## src/prefix_alu_pkg.sv

```systemverilog
// Shared width, opcodes and pipeline payload types for the prefix-adder ALU
`default_nettype none

package prefix_alu_pkg;

	// Default operand width, one word
	localparam int DATA_W = 24;

	// Command opcodes
	typedef enum logic [2:0] {
		OP_ADD  = 3'd0,
		OP_ADDC = 3'd1,
		OP_SUB  = 3'd2,
		OP_SUBB = 3'd3,
		OP_CMP  = 3'd4
	} alu_op_e;

	// Where the adder carry-in comes from
	typedef enum logic [1:0] {
		CIN_ZERO = 2'd0,
		CIN_ONE  = 2'd1,
		CIN_FLAG = 2'd2
	} carry_sel_e;

	// Incoming command word
	typedef struct packed {
		alu_op_e             op;
		logic [DATA_W-1:0]   a;
		logic [DATA_W-1:0]   b;
	} alu_cmd_t;

	typedef struct packed {
		logic zero;
		logic negative;
		logic carry;
		logic overflow;
	} alu_flags_t;

	// Decode to execute, y is already complemented for subtraction
	typedef struct packed {
		logic [DATA_W-1:0]   x;
		logic [DATA_W-1:0]   y;
		carry_sel_e          carry_sel;
		logic                write_result;
		logic                is_sub;
	} dec_ctrl_t;

	// Execute to result
	typedef struct packed {
		logic [DATA_W-1:0]   sum;
		logic                carry_out;
		logic                overflow;
		logic                write_result;
	} exe_out_t;

endpackage

`default_nettype wire

```

## src/prefix_adder.sv

```systemverilog
// Sparse parallel-prefix adder of the Harris family with a final grey-cell row
`timescale 1ns/100ps
`default_nettype none

module prefix_adder #(
	parameter int DATA_W = prefix_alu_pkg::DATA_W
) (
	input  logic [DATA_W-1:0] x,
	input  logic [DATA_W-1:0] y,
	input  logic              cin,
	output logic [DATA_W-1:0] sum,
	output logic              cout
);

	// Black/grey levels, span doubles on each one
	localparam int LEVELS = $clog2(DATA_W);

	// Positions shifted up by one, position 0 holds the carry-in
	logic [DATA_W:0] p;
	logic [DATA_W:0] g;

	// Group generate/propagate after each level, level 0 is the raw bits
	wire [DATA_W-1:0] gt [0:LEVELS];
	wire [DATA_W-1:0] pt [0:LEVELS];

	// Group generate from each position down to position 0
	wire [DATA_W-1:0] g_all;

	// Pre-computation
	assign p = {x ^ y, 1'b0};
	assign g = {x & y, cin};

	assign gt[0] = g[DATA_W-1:0];
	assign pt[0] = p[DATA_W-1:0];

	genvar lvl;
	genvar i;

	// Tree over the odd positions only, this is what makes it sparse
	generate
		for (lvl = 1; lvl <= LEVELS; lvl++) begin : g_level
			// Distance to the lower group merged at this level
			localparam int DIST = 1 << (lvl - 1);

			for (i = 0; i < DATA_W; i++) begin : g_bit
				if ((i % 2 == 0) || (i < DIST)) begin : g_pass
					// Even position, or group already reaches bit 0
					assign gt[lvl][i] = gt[lvl-1][i];
					assign pt[lvl][i] = pt[lvl-1][i];
				end else if (i < 2 * DIST) begin : g_grey
					// Merged group ends at position 0
					assign gt[lvl][i] = gt[lvl-1][i] | (pt[lvl-1][i] & gt[lvl-1][i-DIST]);
					// p[0] is zero, so any group down to 0 cannot propagate
					assign pt[lvl][i] = 1'b0;
				end else begin : g_black
					assign gt[lvl][i] = gt[lvl-1][i] | (pt[lvl-1][i] & gt[lvl-1][i-DIST]);
					assign pt[lvl][i] = pt[lvl-1][i] & pt[lvl-1][i-DIST];
				end
			end
		end

		// Extra grey row fills in the even positions from their odd neighbour
		for (i = 0; i < DATA_W; i++) begin : g_fill
			if (i == 0) begin : g_cin
				assign g_all[i] = gt[LEVELS][i];
			end else if (i % 2 == 1) begin : g_odd
				assign g_all[i] = gt[LEVELS][i];
			end else begin : g_even
				assign g_all[i] = gt[LEVELS][i] | (pt[LEVELS][i] & g_all[i-1]);
			end
		end
	endgenerate

	// Post-computation, carry into bit k is the group generate of position k
	assign sum  = p[DATA_W:1] ^ g_all;
	assign cout = g[DATA_W] | (p[DATA_W] & g_all[DATA_W-1]);

endmodule

`default_nettype wire

```

## src/alu_decode.sv

```systemverilog
// Decode stage, registers the command as adder operands and control bits
`timescale 1ns/100ps
`default_nettype none

module alu_decode #(
	parameter int DATA_W = prefix_alu_pkg::DATA_W
) (
	input  logic                      clk,
	input  logic                      rst,
	input  logic                      cmd_valid,
	input  prefix_alu_pkg::alu_cmd_t  cmd,
	output logic                      dec_valid,
	output prefix_alu_pkg::dec_ctrl_t dec
);

	logic                       is_sub;
	logic                       write_result;
	prefix_alu_pkg::carry_sel_e carry_sel;
	logic [DATA_W-1:0]          y_word;

	// Opcode to control bits
	always_comb begin
		// Unknown opcodes fall through as a compare
		is_sub       = 1'b1;
		write_result = 1'b0;
		carry_sel    = prefix_alu_pkg::CIN_ONE;
		case (cmd.op)
			prefix_alu_pkg::OP_ADD: begin
				is_sub       = 1'b0;
				write_result = 1'b1;
				carry_sel    = prefix_alu_pkg::CIN_ZERO;
			end
			prefix_alu_pkg::OP_ADDC: begin
				is_sub       = 1'b0;
				write_result = 1'b1;
				carry_sel    = prefix_alu_pkg::CIN_FLAG;
			end
			prefix_alu_pkg::OP_SUB: begin
				is_sub       = 1'b1;
				write_result = 1'b1;
				carry_sel    = prefix_alu_pkg::CIN_ONE;
			end
			prefix_alu_pkg::OP_SUBB: begin
				is_sub       = 1'b1;
				write_result = 1'b1;
				carry_sel    = prefix_alu_pkg::CIN_FLAG;
			end
			default: begin
				is_sub       = 1'b1;
				write_result = 1'b0;
				carry_sel    = prefix_alu_pkg::CIN_ONE;
			end
		endcase
	end

	// x - y is x + ~y + carry-in
	assign y_word = is_sub ? ~cmd.b : cmd.b;

	always_ff @(posedge clk) begin
		if (rst) begin
			dec_valid <= 1'b0;
		end else begin
			dec_valid <= cmd_valid;
		end
	end

	// Payload only
	always_ff @(posedge clk) begin
		if (cmd_valid) begin
			dec.x            <= cmd.a;
			dec.y            <= y_word;
			dec.carry_sel    <= carry_sel;
			dec.write_result <= write_result;
			dec.is_sub       <= is_sub;
		end
	end

endmodule

`default_nettype wire

```

## src/alu_execute.sv

```systemverilog
// Execute stage, adds through the prefix adder and keeps the carry flag
`timescale 1ns/100ps
`default_nettype none

module alu_execute #(
	parameter int DATA_W = prefix_alu_pkg::DATA_W
) (
	input  logic                      clk,
	input  logic                      rst,
	input  logic                      dec_valid,
	input  prefix_alu_pkg::dec_ctrl_t dec,
	output logic                      exe_valid,
	output prefix_alu_pkg::exe_out_t  exe
);

	// Architectural carry, reads as no-borrow after a subtraction
	logic              carry_flag;
	logic              cin;
	logic [DATA_W-1:0] sum;
	logic              cout;
	logic              overflow;

	// Carry-in select
	always_comb begin
		case (dec.carry_sel)
			prefix_alu_pkg::CIN_ZERO: cin = 1'b0;
			prefix_alu_pkg::CIN_ONE:  cin = 1'b1;
			prefix_alu_pkg::CIN_FLAG: cin = carry_flag;
			default:                  cin = 1'b0;
		endcase
	end

	prefix_adder #(
		.DATA_W(DATA_W)
	) i_adder (
		.x   (dec.x),
		.y   (dec.y),
		.cin (cin),
		.sum (sum),
		.cout(cout)
	);

	// Same-sign operands with a sum of the other sign
	assign overflow = (dec.x[DATA_W-1] == dec.y[DATA_W-1]) &&
		(sum[DATA_W-1] != dec.x[DATA_W-1]);

	// Flag moves as the command leaves, so a follower right behind sees it
	always_ff @(posedge clk) begin
		if (rst) begin
			exe_valid  <= 1'b0;
			carry_flag <= 1'b0;
		end else begin
			exe_valid <= dec_valid;
			if (dec_valid) begin
				carry_flag <= cout;
			end
		end
	end

	always_ff @(posedge clk) begin
		if (dec_valid) begin
			exe.sum          <= sum;
			exe.carry_out    <= cout;
			exe.overflow     <= overflow;
			exe.write_result <= dec.write_result;
		end
	end

endmodule

`default_nettype wire

```

## src/alu_result.sv

```systemverilog
// Result stage, forms the flags and holds the last written result
`timescale 1ns/100ps
`default_nettype none

module alu_result #(
	parameter int DATA_W = prefix_alu_pkg::DATA_W
) (
	input  logic                       clk,
	input  logic                       rst,
	input  logic                       exe_valid,
	input  prefix_alu_pkg::exe_out_t   exe,
	output logic                       result_valid,
	output logic [DATA_W-1:0]          result,
	output prefix_alu_pkg::alu_flags_t flags
);

	prefix_alu_pkg::alu_flags_t flags_next;

	always_comb begin
		flags_next.zero     = (exe.sum == '0);
		flags_next.negative = exe.sum[DATA_W-1];
		flags_next.carry    = exe.carry_out;
		flags_next.overflow = exe.overflow;
	end

	always_ff @(posedge clk) begin
		if (rst) begin
			result_valid <= 1'b0;
			result       <= '0;
			flags        <= '0;
		end else begin
			result_valid <= exe_valid;
			// Flags on every item, compare included
			if (exe_valid) begin
				flags <= flags_next;
			end
			if (exe_valid && exe.write_result) begin
				result <= exe.sum;
			end
		end
	end

endmodule

`default_nettype wire

```

## src/prefix_alu_top.sv

```systemverilog
// Three-stage prefix-adder ALU, decode then execute then result
`timescale 1ns/100ps
`default_nettype none

module prefix_alu_top #(
	parameter int DATA_W = prefix_alu_pkg::DATA_W
) (
	input  logic                       clk,
	input  logic                       rst,
	input  logic                       cmd_valid,
	input  prefix_alu_pkg::alu_cmd_t   cmd,
	output logic                       result_valid,
	output logic [DATA_W-1:0]          result,
	output prefix_alu_pkg::alu_flags_t flags
);

	logic                      dec_valid;
	prefix_alu_pkg::dec_ctrl_t dec;
	logic                      exe_valid;
	prefix_alu_pkg::exe_out_t  exe;

	alu_decode #(
		.DATA_W(DATA_W)
	) i_decode (
		.clk      (clk),
		.rst      (rst),
		.cmd_valid(cmd_valid),
		.cmd      (cmd),
		.dec_valid(dec_valid),
		.dec      (dec)
	);

	alu_execute #(
		.DATA_W(DATA_W)
	) i_execute (
		.clk      (clk),
		.rst      (rst),
		.dec_valid(dec_valid),
		.dec      (dec),
		.exe_valid(exe_valid),
		.exe      (exe)
	);

	alu_result #(
		.DATA_W(DATA_W)
	) i_result (
		.clk         (clk),
		.rst         (rst),
		.exe_valid   (exe_valid),
		.exe         (exe),
		.result_valid(result_valid),
		.result      (result),
		.flags       (flags)
	);

endmodule

`default_nettype wire

```

## config.mk

```make
export PLATFORM = sky130hd
export DESIGN_NAME = prefix_alu_top
export DESIGN_NICKNAME = d
export VERILOG_FILES = /design/src/prefix_alu_pkg.sv /design/src/prefix_adder.sv /design/src/alu_decode.sv /design/src/alu_execute.sv /design/src/alu_result.sv /design/src/prefix_alu_top.sv
export SDC_FILE = /design/constraint.sdc
export NUM_CORES = 1
export LEC_CHECK = 0
export BUFFER_PORTS_ARGS = -buffer_cell sky130_fd_sc_hd__buf_4
export CAP_MARGIN = 20
export CELL_PAD_IN_SITES_DETAIL_PLACEMENT = 1
export CELL_PAD_IN_SITES_GLOBAL_PLACEMENT = 2
export CORE_MARGIN = 2
export CORE_UTILIZATION = 40
export CTS_CLUSTER_DIAMETER = 50
export CTS_CLUSTER_SIZE = 25
export DETAILED_ROUTE_END_ITERATION = 6
export GPL_TIMING_DRIVEN = 0
export PLACE_DENSITY = 0.82
export SLEW_MARGIN = 20
export SYNTH_ARGS = -nofsm -noshare
export SYNTH_HDL_FRONTEND = slang
export SYNTH_SLANG_ARGS = --single-unit
```

## constraint.sdc

```tcl
create_clock -name clk -period 6.9 [get_ports clk]
set_input_delay 1.035 -clock clk [delete_from_list [all_inputs] [get_ports clk]]
set_output_delay 1.035 -clock clk [all_outputs]
set_load 0.01 [all_outputs]
```

# --- After elaboration in Yosys (flattened, before gate mapping) ---
# Cells that the tools add are included.
totals:
  reg_bits: 110
  latchBits: 0
  ramBits: 0
  rom_bits: 0
  input_bits: 54
  memories: 0
op_classes:
  addsub: 0
  n_mul: 0
  div_mod_pow: 0
  order_cmp: 0
  n_eq_ne: 7
  shift: 0
  mux: 4
  bitwise: 151
  n_reduce_logical: 7
op_table:
  columns: ["operator", "count"]
  rows:
  - ["AND 1 bit", 90]
  - ["OR 1 bit", 57]
  - ["bitwise XOR 24 bit", 2]
  - ["AND 24 bit", 1]
  - ["zero test 24 bit", 1]
  - ["two-way mux 24 bit", 1]
  - ["NOT 24 bit", 1]
  - ["== test 3 x 2 -> 1 bit, second input constant", 2]
  - ["case mux 2 bit (2 select lines)", 1]
  - ["OR reduction 2 bit", 2]
  - ["OR reduction 4 bit", 1]
  - ["== test 3 x 1 -> 1 bit, second input constant", 1]
  - ["zero test 3 bit", 1]
  - ["== test 2 x 1 -> 1 bit, second input constant", 1]
  - ["== test 2 bit, second input constant", 1]
  - ["logical AND 1 bit", 2]
  - ["case mux 1 bit (2 select lines)", 1]
  - ["== test 1 bit", 1]
  - ["two-way mux 1 bit", 1]
  - ["!= test 1 bit", 1]

# --- Logic depth before layout (Yosys ltp) ---
logic_depth:
  ltp_word: 15
  depth_mapped: 13

# --- Hierarchy ---
# A second synthesis with hierarchy kept.
unflattened:
  hier_cells: 382
  hier_area_um2: 5046.1
modules_own_cells:
  columns: ["mod", "instances", "cells_per_inst", "area_each_um2"]
  rows:
  - ["alu_decode", 1, 86, 1861.8]
  - ["alu_result", 1, 129, 1172.4]
  - ["prefix_adder", 1, 126, 1077.3]
  - ["alu_execute", 1, 41, 934.6]

# --- Worst setup path before layout ---
# OpenSTA, ideal clock, no wires.
synth_path:
  path_type: "register to register"
  from: "reg i_decode.dec[3] (netlist name)"
  to: "reg i_execute.exe[1] (netlist name)"
  t_arrival_ns: 2.651
  t_required_ns: 6.646
  path_slack_ns: 3.995
  stages_incl_launch_ff: 13
  path_buffers: 0
  path_cell_list: "edfxtp_1 > ha_1 > a21oi_1 > nor2_1 > fa_1 > a211oi_2 > o211ai_2 > a21oi_1 > o21ai_0 > a31oi_1 > fa_1 > xor2_1 > nor2_1"
synth_via:
  elab_chain_len: 13
synth_lines:
  columns: ["element", "line_no", "text"]
  rows:
  - ["== test 2 bit or == test 2 x 1 -> 1 bit (tied branches)", "alu_execute.sv:25", "case (dec.carry_sel)"]
  - ["case mux 1 bit (2 select lines) *", "alu_execute.sv:25", null]
  - ["AND 1 bit *", "prefix_adder.sv:52", "assign gt[lvl][i] = gt[lvl-1][i] | (pt[lvl-1][i] & gt[lvl-1][i-DIST]);"]
  - ["OR 1 bit *", "prefix_adder.sv:52", null]
  - ["AND 1 bit *", "prefix_adder.sv:52", null]
  - ["OR 1 bit *", "prefix_adder.sv:52", null]
  - ["AND 1 bit *", "prefix_adder.sv:52", null]
  - ["OR 1 bit *", "prefix_adder.sv:52", null]
  - ["AND 1 bit *", "prefix_adder.sv:52", null]
  - ["OR 1 bit *", "prefix_adder.sv:52", null]
  - ["bitwise XOR 24 bit *", "prefix_adder.sv:75", "assign sum = p[DATA_W:1] ^ g_all;"]
  - ["!= test 1 bit *", "alu_execute.sv:45", "(sum[DATA_W-1] != dec.x[DATA_W-1]);"]
  - ["logical AND 1 bit *", "alu_execute.sv:44", "assign overflow = (dec.x[DATA_W-1] == dec.y[DATA_W-1]) &&"]
  - ["via i_execute.overflow", "alu_execute.sv:21", "logic overflow;"]
# Mark *: on every way through the listed nets, which the timed path passes. The rest lies on a longest branch.
# A chain may end at the register's enable or synchronous reset.

# --- Final worst setup path ---
layout_path:
  from: "reg i_decode.dec[2] (netlist name)"
  to: "reg i_execute.exe[1] (netlist name)"
layout_via:
  elab_chain_len: 13
layout_lines:
  columns: ["element", "line_no"]
  rows:
  - ["== test 2 bit or == test 2 x 1 -> 1 bit (tied branches)", "alu_execute.sv:25"]
  - ["case mux 1 bit (2 select lines) *", "alu_execute.sv:25"]
  - ["AND 1 bit *", "prefix_adder.sv:52"]
  - ["OR 1 bit *", "prefix_adder.sv:52"]
  - ["AND 1 bit *", "prefix_adder.sv:52"]
  - ["OR 1 bit *", "prefix_adder.sv:52"]
  - ["AND 1 bit *", "prefix_adder.sv:52"]
  - ["OR 1 bit *", "prefix_adder.sv:52"]
  - ["AND 1 bit *", "prefix_adder.sv:52"]
  - ["OR 1 bit *", "prefix_adder.sv:52"]
  - ["bitwise XOR 24 bit *", "prefix_adder.sv:75"]
  - ["!= test 1 bit *", "alu_execute.sv:45"]
  - ["logical AND 1 bit *", "alu_execute.sv:44"]
  - ["via i_execute.overflow", "alu_execute.sv:21"]
# Marks and branches as above.

==> results.ini <==
[clocking]
tritoncts = yes
clock_path_buffers = 2
clock_sinks = 110
clk_pin_slew_ps = 70
post_cts_buffers = 0
clock_latency_ps = 340
cts_resized = 0
hold_buffers = 0
root_buffer = clkbuf_16
cts_buffers = 9
htreeDepth = 3

[sta]
drv_slew = 0
setup_viol = 0
setup-tns-final_ps = 0
finalHoldViolCount = 0
tightest_slew_ps = 646
slew_headroom_pct = 56.9
timing.fmax_mhz = 295
period_needed_ps = 3390
timing.final.crit_share_pct = 49.2
clock_skew_ps = 7.79
rsz0062_at_grt = no

[route]
drtIter0Drc = 76
wl_per_cell_um = 15.4
vias = 2994
ant_nets = 0
drc_errors = 0
vias_per_cell = 4.80
first_pass_iters = 4
drt-total-wl_mm = 9.62

[setup_path]
cp-start-kind = flip-flop
slowest_stage = fa_1
crit_required_ps = 7000
critPathMaxStageDelay_ps = 500
worstSetupEndpointType = flip-flop
worstPathArrival_ps = 3490
critical_path_class = flip-flop to flip-flop
worstPathCellList = ha_1 -> a21oi_1 -> nor2_1 -> fa_1 -> a211oi_2 -> o211ai_2 -> a21oi_1 -> o21ai_0 -> a31oi_1 -> fa_1 -> xor2_1 -> nor2_1
cp_max_fo = 3

[logic_synthesis]
syn_nets = 471
ys_async_sr_fraction_pct = 0
syn_area_mm2 = 0.00483
synthCells = 379
synth.ff_latch_count = 110
synth_top_area_share_pct = 48.5
seq_area_frac_synth_pct = 61.8
synthFlopType = edfxtp_1
yosysMostFrequentCell = edfxtp_1
synth.area.top_cells = edfxtp_1, dfxtp_1, ha_1
synth_cell_types = 36
ys_warn_count = 0
syn_avg_cell_area_um2 = 12.7
synth_edf_count = 78
synth_common_cells = edfxtp_1, nand2_1, a21oi_1
synth_area_leader_cell = edfxtp_1

[global_routing]
grt_usage_pct = 15.3
grt_overflow = 0
grt_pass1_wl_mm = 15.4
grt_pass1_vias = 3177
antenna_found_initial = 0
grt_max_degree = 53

[power_and_ir_drop]
ir_drop_mv = 0.148
p_per_area_mw_per_mm2 = 264
p_leak_uw = 0.00233

[final_layout]
fin_area_mm2 = 0.00591
final_util_pct = 49.6
final_cells = 624
fin_nets = 564
syn_to_final_growth_pct = 22.3
drive_gt1_share_pct = 23.1
n_antenna_cell = 0

[place]
dp_cells = 608
place_congestion = 0.826
hpwl_mm = 7.26
io_buffers = 82
place_area_mm2 = 0.00563

[die]
rows = 40
die_height_um = 114
start_util_pct = 40.5
io_pins = 83
die_area_mm2 = 0.0130
core_mm2 = 0.0119
die_x_um = 114

[status]
status = complete, no violations

[worst_hold_path]
hold_class = flip-flop to flip-flop

[job]
drv_cap = 0

## metal layers
metal  up-vias  routed length (µm)  track usage [%]
met3        10                 288             2.02
met4         0                 142             5.61
met1      1428                4300             19.2
met5         -                   0                0
met2        52                4890             27.2
li1       1504                   -                -
## cells in the final DEF, fill, tap and decap left out, types with 2 or more instances in the layout
cell type   n
a211oi_1    2
a211oi_2    3
a21o_1      3
a21oi_1    38
a31oi_1     4
and2_1      2
buf_2       5
buf_4      82
clkbuf_1    7
clkbuf_16   9
clkinv_2    3
dfxtp_1    31
edfxtp_1   78
fa_1       13
ha_1       25
inv_1      26
inv_6       2
mux2i_1     3
nand2_1    59
nand4_1     2
nor2_1     10
nor2b_1     4
nor3_1      2
nor4_1      6
o21ai_0     7
xnor2_1    29
xor2_1      7
## cells by family (layout without fill, tap and decap cells)
group,Yosys count,in the layout,synth area share [%]
AOI/OAI and AO/OA,63,63,7.90
and+or+nand+nor,92,92,8.32
buffers and inverters,37,135,3.00
adders and majority gates,38,38,11.9
DFF,110,110,61.8
xor gates and xnor gates,36,36,6.53
muxes,3,3,0.622
## critical path, delay by kind of cell (launching register included)
family	cells	cell delay, ps
adders and majority gates	3	1160
and+or+nand+nor	2	130
xor gates and xnor gates	1	170
DFF	1	400
AOI/OAI and AO/OA	6	1290
## layout make-up
| cell class | count | area (µm²) |
|---|---|---|
| flip-flops and latches | 110 | 2980 |
| repair buffers | 82 | 616 |
| clock buffers | 11 | 243 |
| inverters | 26 | 97.6 |
| fillers | 1265 | 6010 |
| multi-input cells | 232 | 1700 |
| clock inverters | 5 | 32.5 |
| plain buffers | 11 | 47.5 |
| well taps | 147 | 184 |
## per-stage QoR
stage                     power (µW)  worst slack (ps)  hold slack (ps)
final                           1560              3510              410
after floorplan                  985              3990              400
after CTS                       1580              3420              417
after global placement          1080              3600              408
after detailed placement        1090              3450              406
after global routing            1640              3240              423
## power by group
group	internal [µW]	switching [µW]	total [µW]
sequential	788	35.5	824
combinational	116	137	253
clock	256	227	483
total	1160	400	1560
## state kept, by name, indices dropped and copies added, names as in the netlist
name and count:
i_result.flags 4, i_result.result 24, i_execute.carry_flag 1, i_decode.dec 51, i_decode.dec_valid 1, i_execute.exe_valid 1
i_result.result_valid 1, i_execute.exe 27
## path summary, 6_finish.rpt
check | depth (start not counted) | to | slack, ps | start
worst min register to register | 0 | i_execute.exe[0]$_DFFE_PP_ | 410 | i_decode.dec[1]$_DFFE_PP_
worst min-delay path | 0 | i_execute.exe[0]$_DFFE_PP_ | 410 | i_decode.dec[1]$_DFFE_PP_
worst max register to register | 12 | i_execute.exe[1]$_DFFE_PP_ | 3510 | i_decode.dec[2]$_DFFE_PP_
worst max-delay path | 12 | i_execute.exe[1]$_DFFE_PP_ | 3510 | i_decode.dec[2]$_DFFE_PP_
Power figures use the tool's default switching activity.
